<file path="config.mk">
export PLATFORM = sky130hd
export DESIGN_NAME = idStage
export DESIGN_NICKNAME = d
export VERILOG_FILES = /design/src/design/idStagePkg.sv /design/src/design/idStage.sv /design/src/design/loadUseHazard.sv /design/src/design/operandForward.sv /design/src/design/instrDecoder.sv /design/src/design/regFile.sv /design/src/design/idPipeReg.sv
export SDC_FILE = /design/constraint.sdc
export NUM_CORES = 2
export LEC_CHECK = 0
export BUFFER_PORTS_ARGS = -buffer_cell sky130_fd_sc_hd__buf_2
export CORE_ASPECT_RATIO = 0.7
export CORE_MARGIN = 2
export CORE_UTILIZATION = 45
export DETAILED_ROUTE_END_ITERATION = 8
export HOLD_SLACK_MARGIN = 0.05
export SLEW_MARGIN = 0
export SYNTH_ARGS = -nofsm -noshare
export SYNTH_HDL_FRONTEND = slang
export SYNTH_SLANG_ARGS = --single-unit
</file>
<file path="constraint.sdc">
create_clock -name clk -period 5.4 [get_ports clk]
set_input_delay 0.27 -clock clk [delete_from_list [all_inputs] [get_ports clk]]
set_output_delay 0.27 -clock clk [all_outputs]
set_load 0.01 [all_outputs]
</file>
<file path="src/design/idStagePkg.sv">
/*
 * ID stage package
 * word and register index widths, opcode and funct encodings, and the
 * control enums shared by the decode stage
 */
package idStagePkg;

    localparam int dataWidth    = 32;
    localparam int regAddrWidth = 5;

    localparam logic [regAddrWidth-1:0] linkReg = 5'd31; // jal return address

    // primary opcode field, instr[31:26]
    typedef enum logic [5:0] {
        opSpecial = 6'b000000,
        opJ       = 6'b000010,
        opJal     = 6'b000011,
        opBeq     = 6'b000100,
        opAddiu   = 6'b001001,
        opOri     = 6'b001101,
        opLui     = 6'b001111,
        opLw      = 6'b100011,
        opSw      = 6'b101011
    } opcodeT;

    // funct field of special, instr[5:0]
    typedef enum logic [5:0] {
        fnAddu = 6'b100001,
        fnSubu = 6'b100011,
        fnAnd  = 6'b100100,
        fnOr   = 6'b100101,
        fnSlt  = 6'b101010
    } functT;

    typedef enum logic [3:0] {
        aluNop, aluAdd, aluSub, aluAnd, aluOr, aluSlt, aluLui
    } aluOpT;

    typedef enum logic [1:0] {
        memNone, memLoadWord, memStoreWord
    } memOpT;

    typedef enum logic [1:0] {
        extZero, extSign, extUpper
    } extOpT;

    // operand source, newest writer first after the register file
    typedef enum logic [2:0] {
        fwdRf, fwdExe, fwdMem, fwdMem2, fwdWb
    } fwdSelT;

endpackage
</file>
<file path="src/design/idStage.sv">
/*
 * Instruction decode stage
 * latches the fetched instruction, decodes it, reads and forwards both
 * operands and flags load-use hazards against EXE, MEM and MEM2
 */
module idStage (
    input  logic                                clk,
    input  logic                                arstN,
    input  logic                                idFlush,
    input  logic                                idWr,
    input  logic                                idDisWr,
    input  logic [idStagePkg::dataWidth-1:0]    ifInstr,
    input  logic [idStagePkg::dataWidth-1:0]    ifPc,
    input  logic [idStagePkg::dataWidth-1:0]    exeResult,
    input  logic [idStagePkg::regAddrWidth-1:0] exeDst,
    input  logic                                exeRegWr,
    input  logic                                exeLoad,
    input  logic [idStagePkg::dataWidth-1:0]    memResult,
    input  logic [idStagePkg::regAddrWidth-1:0] memDst,
    input  logic                                memRegWr,
    input  logic                                memLoad,
    input  logic [idStagePkg::dataWidth-1:0]    mem2Result,
    input  logic [idStagePkg::regAddrWidth-1:0] mem2Dst,
    input  logic                                mem2RegWr,
    input  logic                                mem2Load,
    input  logic [idStagePkg::dataWidth-1:0]    wbResult,
    input  logic [idStagePkg::regAddrWidth-1:0] wbDst,
    input  logic                                wbRegWr,
    output logic [idStagePkg::dataWidth-1:0]    idPc,
    output logic [idStagePkg::dataWidth-1:0]    idInstr,
    output logic [idStagePkg::dataWidth-1:0]    idImm32,
    output logic [idStagePkg::dataWidth-1:0]    idBusA,
    output logic [idStagePkg::dataWidth-1:0]    idBusB,
    output idStagePkg::aluOpT                   idAluOp,
    output idStagePkg::memOpT                   idMemOp,
    output logic                                idRegWr,
    output logic [idStagePkg::regAddrWidth-1:0] idDst,
    output logic                                idIsImmJump,
    output logic                                idIllegal,
    output logic                                exStall,
    output logic                                mem1Stall,
    output logic                                mem2Stall
);
    import idStagePkg::*;

    logic [regAddrWidth-1:0] rsAddr;
    logic [regAddrWidth-1:0] rtAddr;
    logic [dataWidth-1:0]    rfRsData; // raw array reads
    logic [dataWidth-1:0]    rfRtData;
    memOpT                   decMemOp;
    logic                    decRegWr;
    logic                    readsRs;
    logic                    readsRt;

    assign rsAddr = idInstr[25:21];
    assign rtAddr = idInstr[20:16];

    // write disable kills the side effects only
    assign idRegWr = idDisWr ? 1'b0 : decRegWr;
    assign idMemOp = idDisWr ? memNone : decMemOp;

    idPipeReg uPipeReg (
        .clk     (clk),
        .arstN   (arstN),
        .idFlush (idFlush),
        .idWr    (idWr),
        .ifInstr (ifInstr),
        .ifPc    (ifPc),
        .instr   (idInstr),
        .pc      (idPc)
    );

    regFile uRegFile (
        .clk    (clk),
        .arstN  (arstN),
        .wrEn   (wbRegWr),
        .wrAddr (wbDst),
        .wrData (wbResult),
        .rsAddr (rsAddr),
        .rtAddr (rtAddr),
        .rsData (rfRsData),
        .rtData (rfRtData)
    );

    instrDecoder uDecoder (
        .instr     (idInstr),
        .aluOp     (idAluOp),
        .memOp     (decMemOp),
        .regWr     (decRegWr),
        .dst       (idDst),
        .imm32     (idImm32),
        .readsRs   (readsRs),
        .readsRt   (readsRt),
        .isImmJump (idIsImmJump),
        .illegal   (idIllegal)
    );

    operandForward uForward (
        .rsAddr     (rsAddr),
        .rtAddr     (rtAddr),
        .rfRsData   (rfRsData),
        .rfRtData   (rfRtData),
        .exeResult  (exeResult),
        .exeDst     (exeDst),
        .exeRegWr   (exeRegWr),
        .memResult  (memResult),
        .memDst     (memDst),
        .memRegWr   (memRegWr),
        .mem2Result (mem2Result),
        .mem2Dst    (mem2Dst),
        .mem2RegWr  (mem2RegWr),
        .wbResult   (wbResult),
        .wbDst      (wbDst),
        .wbRegWr    (wbRegWr),
        .busA       (idBusA),
        .busB       (idBusB)
    );

    loadUseHazard uHazard (
        .rsAddr    (rsAddr),
        .rtAddr    (rtAddr),
        .readsRs   (readsRs),
        .readsRt   (readsRt),
        .exeLoad   (exeLoad),
        .exeDst    (exeDst),
        .memLoad   (memLoad),
        .memDst    (memDst),
        .mem2Load  (mem2Load),
        .mem2Dst   (mem2Dst),
        .exStall   (exStall),
        .mem1Stall (mem1Stall),
        .mem2Stall (mem2Stall)
    );

endmodule

</file>
<file path="src/design/loadUseHazard.sv">
/*
 * Load-use hazard detection
 * one stall per stage while a lw in EXE, MEM or MEM2 targets a register
 * the instruction in ID still has to read
 */
module loadUseHazard (
    input  logic [idStagePkg::regAddrWidth-1:0] rsAddr,
    input  logic [idStagePkg::regAddrWidth-1:0] rtAddr,
    input  logic                                readsRs,
    input  logic                                readsRt,
    input  logic                                exeLoad,
    input  logic [idStagePkg::regAddrWidth-1:0] exeDst,
    input  logic                                memLoad,
    input  logic [idStagePkg::regAddrWidth-1:0] memDst,
    input  logic                                mem2Load,
    input  logic [idStagePkg::regAddrWidth-1:0] mem2Dst,
    output logic                                exStall,
    output logic                                mem1Stall,
    output logic                                mem2Stall
);
    import idStagePkg::*;

    function automatic logic loadHit(input logic                    load,
                                     input logic [regAddrWidth-1:0] dst,
                                     input logic [regAddrWidth-1:0] rs,
                                     input logic [regAddrWidth-1:0] rt,
                                     input logic                    useRs,
                                     input logic                    useRt);
        logic match;
        match = (useRs && (dst == rs)) || (useRt && (dst == rt));
        return load && (dst != '0) && match;
    endfunction

    assign exStall   = loadHit(exeLoad, exeDst, rsAddr, rtAddr, readsRs, readsRt);
    assign mem1Stall = loadHit(memLoad, memDst, rsAddr, rtAddr, readsRs, readsRt);
    assign mem2Stall = loadHit(mem2Load, mem2Dst, rsAddr, rtAddr, readsRs, readsRt);

endmodule

</file>
<file path="src/design/operandForward.sv">
/*
 * Operand forwarding
 * selects the newest pending writer of rs and rt among EXE, MEM, MEM2
 * and WB, falling back to the register file
 */
module operandForward (
    input  logic [idStagePkg::regAddrWidth-1:0] rsAddr,
    input  logic [idStagePkg::regAddrWidth-1:0] rtAddr,
    input  logic [idStagePkg::dataWidth-1:0]    rfRsData,
    input  logic [idStagePkg::dataWidth-1:0]    rfRtData,
    input  logic [idStagePkg::dataWidth-1:0]    exeResult,
    input  logic [idStagePkg::regAddrWidth-1:0] exeDst,
    input  logic                                exeRegWr,
    input  logic [idStagePkg::dataWidth-1:0]    memResult,
    input  logic [idStagePkg::regAddrWidth-1:0] memDst,
    input  logic                                memRegWr,
    input  logic [idStagePkg::dataWidth-1:0]    mem2Result,
    input  logic [idStagePkg::regAddrWidth-1:0] mem2Dst,
    input  logic                                mem2RegWr,
    input  logic [idStagePkg::dataWidth-1:0]    wbResult,
    input  logic [idStagePkg::regAddrWidth-1:0] wbDst,
    input  logic                                wbRegWr,
    output logic [idStagePkg::dataWidth-1:0]    busA,
    output logic [idStagePkg::dataWidth-1:0]    busB
);
    import idStagePkg::*;

    fwdSelT selA;
    fwdSelT selB;

    // r0 is never forwarded, so a matching dst is nonzero too
    function automatic fwdSelT pickSource(input logic [regAddrWidth-1:0] src);
        fwdSelT sel;
        sel = fwdRf;
        if (src != '0) begin
            if (exeRegWr && (exeDst == src))        sel = fwdExe;
            else if (memRegWr && (memDst == src))   sel = fwdMem;
            else if (mem2RegWr && (mem2Dst == src)) sel = fwdMem2;
            else if (wbRegWr && (wbDst == src))     sel = fwdWb;
        end
        return sel;
    endfunction

    function automatic logic [dataWidth-1:0] muxSource(input fwdSelT sel,
                                                       input logic [dataWidth-1:0] rfData);
        logic [dataWidth-1:0] data;
        case (sel)
            fwdExe:  data = exeResult;
            fwdMem:  data = memResult;
            fwdMem2: data = mem2Result;
            fwdWb:   data = wbResult;
            default: data = rfData;
        endcase
        return data;
    endfunction

    always_comb begin
        selA = pickSource(rsAddr);
        selB = pickSource(rtAddr);
        busA = muxSource(selA, rfRsData);
        busB = muxSource(selB, rfRtData);
    end

endmodule

</file>
<file path="src/design/instrDecoder.sv">
/*
 * Instruction decoder
 * turns opcode and funct into ALU, memory and write-back controls,
 * picks the destination and extends the 16-bit immediate
 */
module instrDecoder (
    input  logic [idStagePkg::dataWidth-1:0]    instr,
    output idStagePkg::aluOpT                   aluOp,
    output idStagePkg::memOpT                   memOp,
    output logic                                regWr,
    output logic [idStagePkg::regAddrWidth-1:0] dst,
    output logic [idStagePkg::dataWidth-1:0]    imm32,
    output logic                                readsRs,
    output logic                                readsRt,
    output logic                                isImmJump,
    output logic                                illegal
);
    import idStagePkg::*;

    opcodeT                  opcode;
    functT                   funct;
    logic [regAddrWidth-1:0] rt;
    logic [regAddrWidth-1:0] rd;
    logic [15:0]             imm16;
    extOpT                   extOp;

    assign opcode = opcodeT'(instr[31:26]);
    assign funct  = functT'(instr[5:0]);
    assign rt     = instr[20:16];
    assign rd     = instr[15:11];
    assign imm16  = instr[15:0];

    always_comb begin
        aluOp     = aluNop;
        memOp     = memNone;
        regWr     = 1'b0;
        dst       = '0;
        extOp     = extZero;
        readsRs   = 1'b0;
        readsRt   = 1'b0;
        isImmJump = 1'b0;
        illegal   = 1'b0;
        case (opcode)
            opSpecial: begin
                if (instr != '0) begin // all zero is the nop, nothing to do
                    regWr   = 1'b1;
                    dst     = rd;
                    readsRs = 1'b1;
                    readsRt = 1'b1;
                    case (funct)
                        fnAddu:  aluOp = aluAdd;
                        fnSubu:  aluOp = aluSub;
                        fnAnd:   aluOp = aluAnd;
                        fnOr:    aluOp = aluOr;
                        fnSlt:   aluOp = aluSlt;
                        default: begin
                            regWr   = 1'b0;
                            dst     = '0;
                            readsRs = 1'b0;
                            readsRt = 1'b0;
                            illegal = 1'b1;
                        end
                    endcase
                end
            end
            opAddiu: begin
                aluOp   = aluAdd;
                regWr   = 1'b1;
                dst     = rt;
                extOp   = extSign;
                readsRs = 1'b1;
            end
            opOri: begin
                aluOp   = aluOr;
                regWr   = 1'b1;
                dst     = rt;
                readsRs = 1'b1; // zero extended
            end
            opLui: begin
                aluOp = aluLui;
                regWr = 1'b1;
                dst   = rt;
                extOp = extUpper;
            end
            opLw: begin
                aluOp   = aluAdd; // base + offset
                memOp   = memLoadWord;
                regWr   = 1'b1;
                dst     = rt;
                extOp   = extSign;
                readsRs = 1'b1;
            end
            opSw: begin
                aluOp   = aluAdd;
                memOp   = memStoreWord;
                extOp   = extSign;
                readsRs = 1'b1;
                readsRt = 1'b1; // store data
            end
            opBeq: begin
                aluOp   = aluSub; // compare rs and rt
                extOp   = extSign;
                readsRs = 1'b1;
                readsRt = 1'b1;
            end
            opJ:     isImmJump = 1'b1;
            opJal: begin
                isImmJump = 1'b1;
                regWr     = 1'b1;
                dst       = linkReg;
            end
            default: illegal = 1'b1;
        endcase
    end

    // immediate extension
    always_comb begin
        imm32 = {{(dataWidth-16){1'b0}}, imm16};
        case (extOp)
            extSign:  imm32 = {{(dataWidth-16){imm16[15]}}, imm16};
            extUpper: imm32 = {imm16, {(dataWidth-16){1'b0}}};
            default:  imm32 = {{(dataWidth-16){1'b0}}, imm16};
        endcase
    end

endmodule

</file>
<file path="src/design/regFile.sv">
/*
 * Register file
 * 32 x 32 with one write port from WB and two combinational read ports,
 * register 0 is hardwired to zero
 */
module regFile (
    input  logic                                clk,
    input  logic                                arstN,
    input  logic                                wrEn,
    input  logic [idStagePkg::regAddrWidth-1:0] wrAddr,
    input  logic [idStagePkg::dataWidth-1:0]    wrData,
    input  logic [idStagePkg::regAddrWidth-1:0] rsAddr,
    input  logic [idStagePkg::regAddrWidth-1:0] rtAddr,
    output logic [idStagePkg::dataWidth-1:0]    rsData,
    output logic [idStagePkg::dataWidth-1:0]    rtData
);
    import idStagePkg::*;

    localparam int regCount = 2 ** regAddrWidth;

    logic [dataWidth-1:0] regs [1:regCount-1]; // no storage for r0

    always_ff @(posedge clk or negedge arstN) begin
        if (!arstN) begin
            for (int i = 1; i < regCount; i++) begin
                regs[i] <= '0;
            end
        end else if (wrEn && (wrAddr != '0)) begin
            regs[wrAddr] <= wrData;
        end
    end

    // same-cycle WB data reaches ID through the forwarding unit
    assign rsData = (rsAddr == '0) ? '0 : regs[rsAddr];
    assign rtData = (rtAddr == '0) ? '0 : regs[rtAddr];

endmodule

</file>
<file path="src/design/idPipeReg.sv">
/*
 * IF/ID pipeline register
 * holds the fetched instruction and PC, flush inserts a nop
 */
module idPipeReg (
    input  logic                             clk,
    input  logic                             arstN,
    input  logic                             idFlush,
    input  logic                             idWr,
    input  logic [idStagePkg::dataWidth-1:0] ifInstr,
    input  logic [idStagePkg::dataWidth-1:0] ifPc,
    output logic [idStagePkg::dataWidth-1:0] instr,
    output logic [idStagePkg::dataWidth-1:0] pc
);
    import idStagePkg::*;

    // sll r0, r0, 0
    localparam logic [dataWidth-1:0] nopInstr = '0;

    always_ff @(posedge clk or negedge arstN) begin
        if (!arstN) begin
            instr <= nopInstr;
            pc    <= '0;
        end else if (idFlush) begin // flush wins over write
            instr <= nopInstr;
            pc    <= '0;
        end else if (idWr) begin
            instr <= ifInstr;
            pc    <= ifPc;
        end
        // idWr low: hold for the stall
    end

endmodule

</file>
=== Word-level counts from Yosys, hierarchy flattened ===
Cells that the tools add are included.

* Register bits after elaboration: 1056
* Bits of input ports: 224
* Output and inout port bits: 177
* Logic and storage cells: 163

* Magnitude comparators: 4
* Equality and inequality tests: 31
* Muxes and demuxes: 47
* Bitwise operators: 3
* Reduce and logical (&&, ||, !) cells: 45

{| class="wikitable"
|+ Operator list
! cell !! number
|-
| 992-bit bitwise mux || 1
|-
| 32-bit two-way mux || 11
|-
| 32-bit binary-select mux with 5-bit select || 2
|-
| 32-bit case mux with 4 select lines || 2
|-
| 32-bit demux with 5-bit select || 1
|-
| 32-bit case mux with 2 select lines || 1
|-
| 6-bit == test, second input constant || 7
|-
| 5-bit == test || 8
|-
| 32-bit nonzero test || 1
|-
| 3-bit two-way mux || 10
|-
| 5-bit nonzero test || 6
|-
| 1-bit logical AND || 22
|-
| 4-bit case mux with 5 select lines || 1
|-
| 6-bit by 4-bit == test with 1-bit output, second input constant || 3
|-
| 6-bit greater-or-equal comparator, second input constant || 3
|-
| 5-bit inverter with 6-bit output || 3
|-
| 3-bit case mux with 5 select lines || 1
|-
| 5-bit case mux with 3 select lines || 1
|-
| 5-bit OR reduction || 3
|-
| 3-bit by 2-bit == test with 1-bit output, second input constant || 4
|-
| 6-bit by 2-bit == test with 1-bit output, second input constant || 2
|-
| 5-bit zero test || 2
|-
| 5-bit two-way mux || 2
|-
| 1-bit case mux with 2 select lines || 4
|-
| other kinds (17) || 29
|}

=== Logic depth before layout (Yosys ltp) ===
* Depth after elaboration: 9
* Mapped depth: 12
* Mapped depth without buffers: 9

=== By module ===
From an unflattened synthesis, not the netlist that was laid out.

* Cell total of the unflattened synthesis: 4544
* Area total of the unflattened synthesis: 60650.7 um2

{| class="wikitable"
|+ Modules (own cells, without submodules)
! module !! instances !! cells an instance !! area an instance (um2) !! seq. area each (um2)
|-
| regFile || 1 || 3612 || 53491.3 || 24823.8
|-
| operandForward || 1 || 532 || 3288.2 || 0.0
|-
| idPipeReg || 1 || 206 || 2611.3 || 1601.5
|-
| instrDecoder || 1 || 140 || 845.8 || 0.0
|-
| loadUseHazard || 1 || 51 || 395.4 || 0.0
|-
| idStage || 1 || 3 || 18.8 || 0.0
|}

=== Least setup slack after synthesis ===
No wires, ideal clock.

* Kind: reg2out
* Start point: register uPipeReg.instr[29] in the netlist's numbering
* End point: output idImm32[10] in the netlist's numbering
* Arrival: 2403 ps
* Data required time: 5130 ps
* Slack: 2727 ps
* Cell stages (with the launch flop): 10
* Buffers on the path: 3
* Cells stage by stage: dfrtp_1 -> clkbuf_1 -> inv_1 -> nor4_1 -> nand2_1 -> ha_1 -> clkbuf_1 -> nor2_1 -> clkbuf_1 -> nor2b_1

* Cells in the longest elaborated chain, start to end: 5
* Elaborated cells between the ends (all ways): 10
* Those cells by class: eq/ne (7); mux (2); reduce/logical (1)

{| class="wikitable"
|+ RTL lines
! what !! RTL line !! text
|-
| start, declared || idPipeReg.sv:12 || <nowiki>output logic [idStagePkg::dataWidth-1:0] instr,</nowiki>
|-
| start signal, assigned || idPipeReg.sv:22 || <nowiki>instr <= nopInstr;</nowiki>
|-
| start signal, assigned || idPipeReg.sv:25 || <nowiki>instr <= nopInstr;</nowiki>
|-
| start signal, assigned || idPipeReg.sv:28 || <nowiki>instr <= ifInstr;</nowiki>
|-
| 6-bit by 4-bit == test with 1-bit output (tied with other cells) || instrDecoder.sv:43 || <nowiki>case (opcode)</nowiki>
|-
| 4-bit OR reduction (no source line) || - ||
|-
| 2-bit case mux with 2 select lines * || instrDecoder.sv:43 ||
|-
| 2-bit == test / 2-bit by 1-bit == test with 1-bit output (equally long branches) || instrDecoder.sv:119 || <nowiki>case (extOp)</nowiki>
|-
| 32-bit case mux with 2 select lines * || instrDecoder.sv:119 ||
|-
| end, declared || idStage.sv:31 || <nowiki>output logic [idStagePkg::dataWidth-1:0] idImm32,</nowiki>
|}

Mark *: on every way between the ends. The rest lies on a longest branch, timed or not.

=== Worst setup path after layout ===
* Start point: register uPipeReg.instr[16] in the netlist's numbering
* End point: output idBusB[18] in the netlist's numbering

* Cells in the longest elaborated chain, start to end: 9
* Elaborated cells between the ends (all ways): 25
* Those cells by class: eq/ne (8); mux (10); bitwise (1); reduce/logical (6)

{| class="wikitable"
|+ RTL lines
! what !! RTL line !! text
|-
| 5-bit == test || operandForward.sv:39 || <nowiki>else if (wbRegWr && (wbDst == src)) sel = fwdWb;</nowiki>
|-
| 1-bit logical AND || operandForward.sv:39 ||
|-
| 3-bit two-way mux || operandForward.sv:39 ||
|-
| 3-bit two-way mux || operandForward.sv:38 || <nowiki>else if (mem2RegWr && (mem2Dst == src)) sel = fwdMem2;</nowiki>
|-
| 3-bit two-way mux || operandForward.sv:37 || <nowiki>else if (memRegWr && (memDst == src)) sel = fwdMem;</nowiki>
|-
| 3-bit two-way mux || operandForward.sv:36 || <nowiki>if (exeRegWr && (exeDst == src)) sel = fwdExe;</nowiki>
|-
| 3-bit two-way mux || operandForward.sv:35 || <nowiki>if (src != '0) begin</nowiki>
|-
| 3-bit == test (tied with other cells) || operandForward.sv:47 || <nowiki>case (sel)</nowiki>
|-
| 32-bit case mux with 4 select lines * || operandForward.sv:47 ||
|-
| end, declared || idStage.sv:33 || <nowiki>output logic [idStagePkg::dataWidth-1:0] idBusB,</nowiki>
|}

Mark *: on every way between the ends. The rest lies on a longest branch, timed or not. The select of a mux whose other input is x is not followed.

==> out/qor.yml <==
run:
  max_cap_viol_count: 0
clock_network:
  cts_max_level: 3
  cts.path.max_buffers: 3
  clk_root_buffer_cell: "clkbuf_16"
  postCtsSetupRepairBufs: 0
  cts_buffers: 110
  clk_latency_ps: 720
  clk_pin_slew_ps: 70
  cts_tree: "done"
  cts_sinks: 1056
yosys:
  syn_inst: 4338
  synth_area_um2: 59200
  synth_edf_count: 0
  synth_top_flop_cell: "dfrtp_1"
  ys_types: 64
  yosysWarningCount: 0
  async_flop_share_pct: 100
  synth_nets: 4564
  syn_area_per_cell_um2: 13.6
  synth-seq-cells: 1056
  yosysSeqAreaShare_pct: 44.7
power:
  seq_power_share_pct: 44.5
  fin_total_pwr_mw: 23.8
  power_frac_comb_pct: 21.5
  worst_ir_drop_vdd_mv: 0.251
  leakage_nw: 28.8
  internal_power_mw: 16.9
  switching_share_pct: 28.9
  p_clk_share_pct: 34.0
  switchingPower_mw: 6.88
  power_density_nw_per_um2: 356
worst_setup_path:
  rr_startpoint: "uPipeReg.instr[16]"
  cp_max_fo: 44
  startpoint: "uPipeReg.instr[16]"
  critPathCaptureType: "output pin"
  r2r-end: "uPipeReg.instr[16]"
  crit_type: "reg2out"
  crit_end: "idBusB[18]"
  required_ps: 5130
  startpoint_type: "register"
  rrSetupSlack_ps: 3550
  arrival_ps: 4520
  reg2reg_depth: 3
detailed_routing:
  drtIter0Drc: 5538
  first_pass_iters: 6
  vias_per_cell: 6.62
  avgRoutedWirePerCell_um: 33.1
  drc_errors: 0
  ant_nets: 0
  dr_total_vias: 42200
  wirelength_mm: 211
floorplanning:
  die_x_um: 437
  die_area_um2: 134000
  start_util_pct: 45.3
  rows: 111
  die_y_um: 307
  io_pins: 401
  core_um2: 131000
sta:
  min_period_over_period_pct: 88.7
  hold_viol: 0
  slew_viol_final: 0
  min_period_ps: 4790
  hold_ws_ps: 93.6
  fin_setup_tns_ps: 0
  setup_violations: 0
  slew_headroom_pct: 17.4
  tightestPinTransition_ps: 1240
  fmax_mhz: 209
  rsz0062_at_grt: "no"
  finClkSkew_ps: 0
place:
  place_area_um2: 62400
  place_congestion: 0.902
  port_buffers: 399
  dp.final_hpwl_mm: 126
global_route:
  grt_max_degree: 162
  antenna_found_initial: 8
  grt_use_total_pct: 31.3
  grt_overflow: 0
  grt_pass1_vias: 41300
  grt_pass1_wl_mm: 307
hold_path:
  hp-class: "in2reg"
layout:
  fin_nets: 4764
  register_area_um2: 26500
  final_common_cell: "mux2_2"
  flow.area_growth_from_synthesis_pct: 13.0
  finalInstanceArea_um2: 66900
  fillers: 11100
  drive_above_1_share_pct: 48.5
  multiInputGateArea_um2: 30800
  postLayoutCoreUtil_pct: 51.2
  mostFrequentLayoutCells: "mux2_2, dfrtp_1, mux4_2"
status:
  status: "completed"
-- metrics by stage --
stage | setup slack [ps] | instances
2_1_floorplan | 2730 | 4338
3_3_place_gp | 1460 | 6111
5_1_grt | 437 | 6379
4_1_cts | 605 | 6378
6_report | 611 | 6381
3_5_place_dp | 1430 | 6111
-- worst min-delay path by stage --
stage	cells after the start	startpoint	to	slack, ps
after CTS	2	wbResult[29]	uRegFile.regs[573]	60
final	2	wbResult[29]	uRegFile.regs[573]	90
after global routing	2	wbResult[29]	uRegFile.regs[349]	80
after floorplan	0	arstN	uPipeReg.instr[0]	-30
after global placement	1	arstN	uRegFile.regs[242]	400
after detailed placement	1	arstN	uRegFile.regs[242]	390
-- logic make-up after synthesis --
group	Yosys count	synth area share [%]
AO/OA/AOI/OAI	509	5.88
XOR/XNOR	41	0.607
adder cells (fa/ha/maj)	2	0.0423
buffers and inverters	482	3.74
flip-flops	1056	44.7
multiplexers	1721	40.8
other	1	0.00634
AND/OR/NAND/NOR	526	4.26
-- state kept, by name, summed over array words and instances, names as in the netlist --
| signal | count |
|---|---|
| uPipeReg.pc | 32 |
| uRegFile.regs | 992 |
| uPipeReg.instr | 32 |
-- synth_stat cells (33+ instances only) --
library cell	number	area (um^2)
o22ai_1	49	307
o21ai_0	84	420
and3_1	38	238
nor2_1	129	484
mux2_2	1053	11900
xor2_1	34	298
a221oi_1	37	324
nand3_1	36	180
clkbuf_1	281	1050
a21oi_1	98	490
mux2i_1	220	2200
buf_2	120	601
mux4_2	448	10100
nand2_1	181	679
dfrtp_1	1056	26400
buf_4	33	248
a22oi_1	119	893
-- what timing repair did --
action / CTS / global route
hold buffers: 66 / 0
endpoints found under the hold margin: 161 / 0
resized for setup: 0 / 0
-- area by class of cell --
cell class,count,area share (%)
inverters,9,0.0580
flip-flops and latches,1056,39.6
clock inverters,41,0.754
repair buffers,561,5.43
multi-input cells,2800,46.0
diodes,3,0.0112
well taps,1751,3.28
clock buffers,160,4.88
-- critical path, cell delays in order, from the launching register on --
cell	delay (ps)
dfrtp_4	1020
buf_4	570
mux4_2	570
mux2i_1	400
o32ai_1	220
o21ai_0	410
o211ai_1	250
buf_2	210
-- power by group through the flow --
stage	clock, mW	sequential, mW	combinational [mW]
CTS	8.20	10.5	5.09
floorplan	0	10.2	3.74
finish	8.09	10.6	5.12
detailed placement	0	10.7	5.03
global placement	0	10.6	4.94
global route	8.54	10.8	5.45
-- per-layer routing --
| metal | vias to the layer above | GRT usage [%] | share of wire, % |
|---|---|---|---|
| met5 | - | 0 | 0.025 |
| met4 | 8 | 9.74 | 3.5 |
| met3 | 452 | 9.09 | 9.9 |
| met2 | 2177 | 45.0 | 43 |
| met1 | 22500 | 45.6 | 43 |
| li1 | 17100 | - | - |
Note: power is estimated with default switching activity, not from simulation.
